===== src/include/ifill_params.svh =====
// L1.5 message codes and fill line geometry, included by the package, the RTL and the testbench
`ifndef IFILL_PARAMS_SVH
`define IFILL_PARAMS_SVH

// Return type of an instruction fill coming back from the L1.5
`define IFILL_RET 4'd1

// Return type of an interrupt packet, which carries the wake code in data_0
`define INT_RET 4'd7

// Request type sent to the L1.5 for an instruction miss
`define IMISS_RQ 5'd16

// Size code for a 4-byte access, the only size the fetch path issues
`define PCX_SZ_4B 3'd2

// Low address bits cleared so the miss address is line aligned
`define LINE_OFFSET_BITS 5

// A fill carries four 32-bit instruction words
`define FILL_WORDS 4

// Lowest bit of the 2-bit wake field in the interrupt word
`define WAKE_FIELD_LSB 16

// Value of the wake field that releases the core
`define WAKE_CODE 2'd1

`endif


===== src/rtl/ifill_pkg.sv =====
// Shared word, line and address types for the fetch bridge RTL and its testbench
`include "ifill_params.svh"

package ifill_pkg;

    // Byte address as seen by the x86 core
    typedef logic [31:0] core_addr_t;

    // Physical address on the L1.5 request side
    typedef logic [39:0] l15_addr_t;

    // One instruction word in little-endian byte order
    typedef logic [31:0] fetch_word_t;

    // Captured fill line, index 0 is the first word handed to the core
    typedef fetch_word_t [`FILL_WORDS-1:0] fill_line_t;

    // One raw 64-bit half of an L1.5 return, big-endian
    typedef logic [63:0] l15_data_t;

endpackage


===== src/rtl/fill_word_if.sv =====
// Carries a captured fill line and its valid pulse from the fill buffer to the streamer and issuer
`timescale 1ns/1ps

interface fill_word_if;
    import ifill_pkg::*;

    // High for one cycle after a fill has been captured
    logic fill_valid;

    // The four little-endian words of the captured line
    fill_line_t words;

    // The buffer owns both signals
    modport buffer (
        output fill_valid,
        output words
    );

    // The streamer hands the words to the core once the pulse arrives
    modport streamer (
        input fill_valid,
        input words
    );

    // The issuer only needs to know that the outstanding miss has completed
    modport issuer (
        input fill_valid
    );

endinterface


===== src/rtl/miss_issuer.sv =====
// Wakes the core on an interrupt return and issues one instruction-miss request at a time to the L1.5
`timescale 1ns/1ps
`include "ifill_params.svh"

module miss_issuer (
    input  logic                 clk,
    input  logic                 rst_n,
    input  logic                 request_readcode_do,
    input  ifill_pkg::core_addr_t request_readcode_address,
    input  logic                 l15_val,
    input  logic [3:0]           l15_returntype,
    input  ifill_pkg::l15_data_t  l15_data_0,
    input  logic                 l15_header_ack,
    fill_word_if.issuer          fill,
    output logic                 awake,
    output logic                 l15_req_val,
    output logic [4:0]           l15_rqtype,
    output ifill_pkg::l15_addr_t  l15_address,
    output logic [2:0]           l15_size
);
    import ifill_pkg::*;

    // Number of sign bits added when widening a core address to the L1.5 width
    localparam int EXT_BITS = $bits(l15_addr_t) - $bits(core_addr_t);

    logic       wake_hit;
    logic       outstanding;
    logic       accept;
    l15_addr_t  miss_address;

    // An interrupt return wakes the core only when its wake field holds the wake code
    assign wake_hit = l15_val
                   && (l15_returntype == `INT_RET)
                   && (l15_data_0[`WAKE_FIELD_LSB +: 2] == `WAKE_CODE);

    // A fetch is taken only once the core runs and no miss is in flight
    assign accept = request_readcode_do && awake && !outstanding;

    // Clear the line offset and sign-extend to the L1.5 address width
    assign miss_address = {
        {EXT_BITS{request_readcode_address[$bits(core_addr_t)-1]}},
        request_readcode_address[$bits(core_addr_t)-1:`LINE_OFFSET_BITS],
        {`LINE_OFFSET_BITS{1'b0}}
    };

    // Wake register, sticky until the next reset
    always_ff @(posedge clk) begin
        if (!rst_n) begin
            awake <= 1'b0;
        end else if (wake_hit) begin
            awake <= 1'b1;
        end
    end

    // Outstanding miss tracking
    // The miss stays open from acceptance until the buffer reports the fill
    always_ff @(posedge clk) begin
        if (!rst_n) begin
            outstanding <= 1'b0;
            l15_req_val <= 1'b0;
            l15_rqtype  <= 5'd0;
            l15_address <= '0;
        end else if (accept) begin
            outstanding <= 1'b1;
            l15_req_val <= 1'b1;
            l15_rqtype  <= `IMISS_RQ;
            l15_address <= miss_address;
        end else begin
            // The request is held until the L1.5 takes the header
            if (l15_req_val && l15_header_ack) begin
                l15_req_val <= 1'b0;
            end
            // Address and type stay visible until the line comes back
            if (fill.fill_valid) begin
                outstanding <= 1'b0;
                l15_rqtype  <= 5'd0;
                l15_address <= '0;
            end
        end
    end

    // The core only ever fetches whole words, so the size is constant once awake
    assign l15_size = awake ? `PCX_SZ_4B : 3'd0;

endmodule


===== src/rtl/fill_line_buffer.sv =====
// Captures an instruction-fill return from the L1.5 and stores it as four little-endian words
`timescale 1ns/1ps
`include "ifill_params.svh"

module fill_line_buffer (
    input  logic                clk,
    input  logic                rst_n,
    input  logic                l15_val,
    input  logic [3:0]          l15_returntype,
    input  ifill_pkg::l15_data_t l15_data_2,
    input  ifill_pkg::l15_data_t l15_data_3,
    fill_word_if.buffer         fill
);
    import ifill_pkg::*;

    logic capture;

    // Reverse the byte order of one 32-bit word
    function automatic fetch_word_t byte_swap(input fetch_word_t be_word);
        fetch_word_t le_word;
        for (int b = 0; b < 4; b++) begin
            le_word[8*b +: 8] = be_word[8*(3-b) +: 8];
        end
        return le_word;
    endfunction

    // Only instruction fills are of interest, every other return passes by
    assign capture = l15_val && (l15_returntype == `IFILL_RET);

    // Line storage
    // The upper half of each 64-bit return word holds the earlier instruction word
    always_ff @(posedge clk) begin
        if (capture) begin
            fill.words[0] <= byte_swap(l15_data_2[63:32]);
            fill.words[1] <= byte_swap(l15_data_2[31:0]);
            fill.words[2] <= byte_swap(l15_data_3[63:32]);
            fill.words[3] <= byte_swap(l15_data_3[31:0]);
        end
    end

    // Tell the streamer and issuer one cycle after the capture edge
    always_ff @(posedge clk) begin
        if (!rst_n) begin
            fill.fill_valid <= 1'b0;
        end else begin
            fill.fill_valid <= capture;
        end
    end

endmodule


===== src/rtl/fetch_word_streamer.sv =====
// Hands a captured fill line to the core one word per cycle and builds up the full line as it goes
`timescale 1ns/1ps
`include "ifill_params.svh"

module fetch_word_streamer (
    input  logic                   clk,
    input  logic                   rst_n,
    fill_word_if.streamer          fill,
    output ifill_pkg::fetch_word_t readcode_partial,
    output logic [127:0]           readcode_line,
    output logic                   readcode_partial_done,
    output logic                   readcode_done
);
    import ifill_pkg::*;

    localparam int WORD_BITS = $bits(fetch_word_t);
    localparam int LINE_BITS = `FILL_WORDS * WORD_BITS;
    localparam logic [1:0] LAST_WORD = 2'(`FILL_WORDS - 1);

    logic       active;
    logic [1:0] word_idx;

    // Word streaming
    // Word 0 goes out on the edge that sees fill_valid, the rest follow on the
    // next three edges with word 0 kept in the top bits of the line
    always_ff @(posedge clk) begin
        if (!rst_n) begin
            active                <= 1'b0;
            word_idx              <= 2'd0;
            readcode_partial      <= '0;
            readcode_line         <= '0;
            readcode_partial_done <= 1'b0;
            readcode_done         <= 1'b0;
        end else begin
            // Strobes are single-cycle by default
            readcode_partial_done <= 1'b0;
            readcode_done         <= 1'b0;

            if (fill.fill_valid) begin
                active                <= 1'b1;
                word_idx              <= 2'd1;
                readcode_partial      <= fill.words[0];
                readcode_line         <= {fill.words[0], {(LINE_BITS-WORD_BITS){1'b0}}};
                readcode_partial_done <= 1'b1;
            end else if (active) begin
                readcode_partial <= fill.words[word_idx];
                readcode_line[LINE_BITS-1 - WORD_BITS*int'(word_idx) -: WORD_BITS]
                    <= fill.words[word_idx];
                word_idx <= word_idx + 2'd1;

                // The last word closes the line, all others are partial
                if (word_idx == LAST_WORD) begin
                    readcode_done <= 1'b1;
                    active        <= 1'b0;
                end else begin
                    readcode_partial_done <= 1'b1;
                end
            end
        end
    end

endmodule


===== src/rtl/ifill_transducer.sv =====
// Top level of the fetch bridge between the x86 core and the L1.5, wiring issuer, buffer and streamer
`timescale 1ns/1ps

module ifill_transducer (
    input  logic                   clk,
    input  logic                   rst_n,

    // Requests toward the L1.5
    output logic [4:0]             transducer_l15_rqtype,
    output ifill_pkg::l15_addr_t    transducer_l15_address,
    output logic                   transducer_l15_val,
    output logic                   transducer_l15_req_ack,
    output logic [2:0]             transducer_l15_size,

    // Returns from the L1.5
    input  logic                   l15_transducer_val,
    input  logic [3:0]             l15_transducer_returntype,
    input  logic                   l15_transducer_header_ack,
    input  ifill_pkg::l15_data_t    l15_transducer_data_0,
    input  ifill_pkg::l15_data_t    l15_transducer_data_2,
    input  ifill_pkg::l15_data_t    l15_transducer_data_3,

    // Fetch requests from the core
    input  logic                   request_readcode_do,
    input  ifill_pkg::core_addr_t   request_readcode_address,

    // Fetch responses and wake-up toward the core
    output ifill_pkg::fetch_word_t  transducer_ao486_readcode_partial,
    output logic [127:0]           transducer_ao486_readcode_line,
    output logic                   transducer_ao486_request_readcode_done,
    output logic                   transducer_ao486_readcode_partial_done,
    output logic                   ao486_int
);

    // Captured line shared by the three blocks
    fill_word_if fill_bus ();

    miss_issuer u_issuer (
        .clk                      (clk),
        .rst_n                    (rst_n),
        .request_readcode_do      (request_readcode_do),
        .request_readcode_address (request_readcode_address),
        .l15_val                  (l15_transducer_val),
        .l15_returntype           (l15_transducer_returntype),
        .l15_data_0               (l15_transducer_data_0),
        .l15_header_ack           (l15_transducer_header_ack),
        .fill                     (fill_bus.issuer),
        .awake                    (ao486_int),
        .l15_req_val              (transducer_l15_val),
        .l15_rqtype               (transducer_l15_rqtype),
        .l15_address              (transducer_l15_address),
        .l15_size                 (transducer_l15_size)
    );

    fill_line_buffer u_buffer (
        .clk            (clk),
        .rst_n          (rst_n),
        .l15_val        (l15_transducer_val),
        .l15_returntype (l15_transducer_returntype),
        .l15_data_2     (l15_transducer_data_2),
        .l15_data_3     (l15_transducer_data_3),
        .fill           (fill_bus.buffer)
    );

    fetch_word_streamer u_streamer (
        .clk                   (clk),
        .rst_n                 (rst_n),
        .fill                  (fill_bus.streamer),
        .readcode_partial      (transducer_ao486_readcode_partial),
        .readcode_line         (transducer_ao486_readcode_line),
        .readcode_partial_done (transducer_ao486_readcode_partial_done),
        .readcode_done         (transducer_ao486_request_readcode_done)
    );

    // Every L1.5 return is taken in the cycle it is offered
    assign transducer_l15_req_ack = l15_transducer_val;

endmodule


===== config.mk =====
export PLATFORM = sky130hd
export DESIGN_NAME = ifill_transducer
export DESIGN_NICKNAME = d
export VERILOG_FILES = /design/src/rtl/ifill_pkg.sv /design/src/rtl/fill_word_if.sv /design/src/rtl/miss_issuer.sv /design/src/rtl/fill_line_buffer.sv /design/src/rtl/fetch_word_streamer.sv /design/src/rtl/ifill_transducer.sv
export VERILOG_INCLUDE_DIRS = /design/src /design/src/include
export SDC_FILE = /design/constraint.sdc
export NUM_CORES = 1
export LEC_CHECK = 0
export ABC_CLOCK_PERIOD_IN_PS = 7400
export BUFFER_PORTS_ARGS = -buffer_cell sky130_fd_sc_hd__buf_2
export CORE_AREA = 2 2 171 173
export DETAILED_ROUTE_END_ITERATION = 7
export DIE_AREA = 0 0 173 175
export PLACE_DENSITY = 0.71
export SKIP_CTS_REPAIR_TIMING = 1
export SLEW_MARGIN = 15
export SYNTH_ARGS = -nofsm -noshare
export SYNTH_HDL_FRONTEND = slang
export SYNTH_HIERARCHICAL = 1
export SYNTH_SLANG_ARGS = --single-unit

===== constraint.sdc =====
create_clock -name clk -period 7.4 [get_ports clk]
set_input_delay 0.74 -clock clk [delete_from_list [all_inputs] [get_ports clk]]
set_output_delay 0.74 -clock clk [all_outputs]
set_load 0.005 [all_outputs]

### Yosys cells after proc, flatten, opt, wreduce, memory -nomap -nowiden

Index checks and enable logic that the tools add are counted.
Widths: inputs -> output; s select.

| storage, ports and cells | value |
|---|---|
| flip-flop bits (word level) | 332 |
| input port bits | 233 |
| output and inout bits | 213 |
| logic and storage cells | 63 |

| operators by class | value |
|---|---|
| $add $sub $neg | 3 |
| magnitude comparators | 1 |
| equality and inequality tests | 4 |
| shift-type cells | 2 |
| multiplexer cells | 22 |
| bitwise operators | 2 |
| reduce and logical (&&, ||, !) cells | 12 |

Operators with widths:

| kind | number |
|---|---|
| $mux 128 | 2 |
| $shift 32x33->159 const A | 1 |
| $shiftx 32x33->159 | 1 |
| $bwmux 128 | 1 |
| $mux 32 | 3 |
| $mux 40 | 2 |
| $bmux 32 s2 | 1 |
| $neg 32->33 | 1 |
| $mux 1 | 10 |
| $mux 5 | 2 |
| $sub 7x7->8 const A | 1 |
| $logic_and 1x1->1 | 6 |
| $reduce_bool 2->1 | 3 |
| $eq 4x1->1 const B | 1 |
| $eq 4x3->1 const B | 1 |
| $lt 2x3->1 const B | 1 |
| $reduce_or 3->1 | 1 |
| $add 2x1->2 const B | 1 |
| $eq 2x1->1 const B | 1 |
| $eq 2x2->1 const B | 1 |
| $mux 2 | 1 |
| $not 1->1 | 2 |
| $reduce_or 2->1 | 1 |
| $logic_not 1->1 | 1 |

### Longest topological paths before layout

| logic depth | value |
|---|---|
| depth in word-level cells | 6 |
| mapped depth | 9 |
| gate-level depth less buffers | 5 |

### Hierarchy

The synthesis kept the hierarchy.

Modules (own cells, without submodules):

| module | times used | cells each | area an instance (um^2) | seq. area each (um^2) |
|---|---|---|---|---|
| fetch_word_streamer | 1 | 649 | 6,860.3 | 3,283.1 |
| fill_line_buffer | 1 | 133 | 3,917.5 | 3,863.7 |
| miss_issuer | 1 | 154 | 1,467.7 | 600.6 |
| ifill_transducer | 1 | 1 | 7.5 | 0.0 |

### Least setup slack after synthesis

Ideal clock, no wire load.

| timing | value |
|---|---|
| kind | input to register |
| start | in l15_transducer_returntype[1] |
| end | reg u_buffer.fill.words[0] (enable) |
| library setup time | 0.543 ns |
| arrival time | 4.862 ns |
| path slack | 1.995 ns |
| cell stages on the path | 2 |
| path buffers | 0 |
| path through | nand2b_4 > nor4b_4 |

| on the way | value |
|---|---|
| word-level cells in the longest chain between the ends | 2 |

RTL lines:

| what | line | RTL |
|---|---|---|
| start: declaration | ifill_transducer.sv:17 | `input logic [3:0] l15_transducer_returntype,` |
| $eq 4x1->1 (no source line) | - |  |
| $logic_and 1x1->1 | fill_line_buffer.sv:28 | `` assign capture = l15_val && (l15_returntype == `IFILL_RET); `` |
| via u_buffer.capture | fill_line_buffer.sv:16 | `logic capture;` |
| end signal: assignment | fill_line_buffer.sv:34 | `fill.words[0] <= byte_swap(l15_data_2[63:32]);` |
| end: declaration | fill_word_if.sv:16 | `output words` |

The timed path passes the listed nets, and every way through them passes these cells.
A chain may end at the register's enable or synchronous reset.

### Worst setup path in the final report

| timing | value |
|---|---|
| start | in l15_transducer_returntype[1] |
| end | reg u_buffer.fill.words[96] (enable) |

The elaborated chain is that of the path after synthesis.

==> flow_summary.rst <==
.. list-table::
   :header-rows: 1

   * - Metric
     - Value
   * - Detail-routed net length per standard cell
     - 21.1 um
   * - Maximum frequency from static timing analysis
     - 371 MHz
   * - Post-route non-filler standard cell count
     - 1675
   * - DRC
     - 0
   * - Post-Syn Instances
     - 937
   * - Power per cell area
     - 244 nW/um^2
   * - Reg2Reg Depth
     - 5
   * - Worst endpoint data arrival time
     - 2820 ps
   * - Number of vias per cell
     - 5.42
   * - Hold depth
     - 1
   * - Number of synthesized flops with an enable pin
     - 128
   * - Worst IR Drop VDD
     - 0.000175 V
   * - Starting density of the core
     - 43.2%
   * - Max cap viols
     - 0
   * - Register bit count reported by yosys
     - 323
   * - Largest buffer count on any clock path
     - 3
   * - Number of optimization iterations in the first detailed-route pass
     - 5
   * - Setup Total Neg Slack
     - 0 ps
   * - Actual slew at the worst max-slew pin
     - 1050 ps
   * - Most frequent cells in the layout
     - buf_2 (366), dfxtp_1 (191), edfxtp_1 (128)
   * - Maximum number of pins on one net before global-route repair
     - 90
   * - Total length of routed wires
     - 35400 um
   * - Max-Slew Margin vs Limit
     - 29.7%
   * - Total die area
     - 30300 sq um
   * - Setup repair after global routing missed its margin
     - false
   * - Fraction of the yosys area taken by sequential cells
     - 63.2%
   * - Hold Crit Class
     - primary input to register
   * - Crit path kind
     - primary input to register
   * - Final min period
     - 2690 ps
   * - Antenna-violating nets left
     - 0
   * - Number of different library cells in the post-synthesis netlist
     - 38
   * - Share of cells above drive strength 1
     - 38.1%
   * - Worst setup timing slack at the placement stage
     - 4140 ps
   * - Number of filler instances in the final layout
     - 2390
   * - Placement Rows
     - 62
   * - Clock tree from TritonCTS
     - done
   * - Total global routing overflow
     - 0
   * - Final setup violation count
     - 0
   * - Post-route total power
     - 3.74 mW
   * - Maximum fanout count along the critical path
     - 66
   * - Buffer cell driving the clock tree root
     - clkbuf_16
   * - Most used flip-flop cell after synthesis
     - dfxtp_1
   * - Number of buffers created by CTS
     - 35
   * - Global router's overall resource usage
     - 22.4%
   * - Initial DRC count
     - 630
   * - Flip-flop and latch area
     - 7750 sq um
   * - Number of antenna violations at the first check in global routing
     - 6
   * - Number of input and output port buffers inserted
     - 367
   * - Total number of vias
     - 9071
   * - CTS sink cnt
     - 323
   * - DP HPWL
     - 22000 um
   * - Wire length of the first global-routing pass
     - 52600 um
   * - Post-route cell area
     - 15300 sq um
   * - Max-slew violation count
     - 0
   * - Die W
     - 173 um
   * - Number of global-route vias before repair
     - 8996
   * - Clock slew at reported path FFs
     - 60 ps
   * - Multi-input logic area
     - 3990 sq um
   * - Outcome
     - finished clean
   * - Type of element launching the critical path
     - primary input
   * - Core ar.
     - 28400 sq um
   * - Instance area after placement
     - 14200 sq um
   * - Synthesized area
     - 12300 sq um
   * - Net total in the final layout
     - 1495
   * - Critical path required time
     - 7530 ps
   * - Reported leakage power
     - 6.16 nW
   * - Count of endpoints failing hold in the final timing report
     - 0
   * - Instance count after placement with tap cells included
     - 1605
   * - Synthesis-to-finish area growth
     - 24.9%
   * - GP Congestion
     - 0.791
   * - Share of the clock period used by the worst path after layout
     - 36.4%
   * - Total number of H-tree levels
     - 2
   * - Least setup slack across all paths after layout
     - 4710 ps
   * - Clk_skew
     - 16.5 ps
   * - I/O Pins
     - 446
   * - Crit end category
     - register
   * - Most common cell after layout, fill and taps aside
     - buf_2
   * - Post-synthesis average cell area
     - 13.1 sq um
   * - Worst-skew pair later-pin latency
     - 510 ps
   * - Yosys warnings
     - 6
   * - Proportion of register bits with asynchronous set or reset after synthesis
     - 0%
   * - Die H
     - 175 um
   * - Reg-to-reg setup timing slack
     - 4720 ps
[routing by layer]
layer	vias up	share of wire (%)	GRT usage, %
met5	-	0	0
met4	0	3.5	10.1
met3	89	7.8	5.00
met2	457	48	37.0
met1	4396	40	28.2
li1	4129	-	-
[cells by family (layout without fill, tap and decap cells)]
logic type,Yosys count,after routing,synth area share (%)
flops,323,323,63.2
compound gates,232,232,13.7
simple gates,176,176,7.03
buf+inv,108,446,4.81
mux,92,92,10.7
fa+ha+maj,4,4,0.408
other cells,1,17,0.0306
xor+xnor,1,1,0.0715
[final timing paths]
path,start,end
max reg2reg,u_streamer/word_idx[1]$_SDFFE_PP0P_,u_streamer/readcode_line[10]$_SDFFE_PP0P_
min reg2reg,u_streamer/readcode_line[96]$_SDFFE_PN0P_,u_streamer/readcode_line[96]$_SDFFE_PN0P_
max,l15_transducer_returntype[1],u_buffer/fill.words[96]$_DFFE_PP_
min,l15_transducer_data_3[19],u_buffer/fill.words[107]$_DFFE_PP_
[power by group]
group	internal (mW)	switching, mW
logic	0.0606	0.0656
clock network	1.04	0.687
registers	1.87	0.0154
[critical path: stages]
cell      delay (ps)
buf_2            110
nand2b_4         150
nor4b_4          200
buf_4            740
buf_4            780
[through the flow]
| step | hold slack (ps) | utilization, % |
|---|---|---|
| 2_1_floorplan | 457 | - |
| 3_3_place_gp | 453 | 49.9 |
| 3_5_place_dp | 458 | 49.9 |
| 6_report | 397 | 53.9 |
| 5_1_grt | 379 | 53.9 |
| 4_1_cts | 378 | 53.9 |
[cell usage after synthesis (2+ instances only)]
cell	instances	area share, %
a22oi_1	96	5.9
o21ai_0	35	1.4
a22o_1	40	2.9
inv_1	4	0.12
mux4_2	26	4.8
dfxtp_1	195	32
buf_2	26	1.1
nand3b_1	27	1.7
nand4b_1	2	0.14
nand2b_1	3	0.15
edfxtp_1	128	31
o22ai_1	2	0.10
mux4_1	4	0.86
and4b_2	2	0.18
a22o_2	20	1.6
buf_1	2	0.061
o21a_1	2	0.12
clkbuf_1	40	1.2
buf_6	6	0.55
a21oi_1	31	1.3
buf_4	28	1.7
nand2_1	35	1.1
nor2_1	98	3.0
mux2i_1	62	5.1
o221a_2	2	0.18
nor2b_1	3	0.15
ha_1	4	0.41
a21boi_0	4	0.25
[area by class of cell]
cell class	instances	share of cell area, %
diodes	6	0.0981
multi-input cells	516	26.1
clock inverters	10	0.891
well taps	384	3.14
flip-flops and latches	323	50.7
repair buffers	377	12.5
inverters	5	0.123
clock buffers	54	6.52
[flip-flops by register name (all words and copies together), names as in the netlist]
signal,count
u_buffer/fill.words,128
u_streamer/readcode_line,128
u_streamer/readcode_partial,32
u_issuer/l15_address,27
u_streamer/word_idx,2
u_buffer/fill.fill_valid,1
u_issuer/awake,1
u_issuer/l15_req_val,1
u_issuer/l15_rqtype,1
u_streamer/active,1
u_streamer/readcode_done,1
Power figures use the tool's default switching activity.
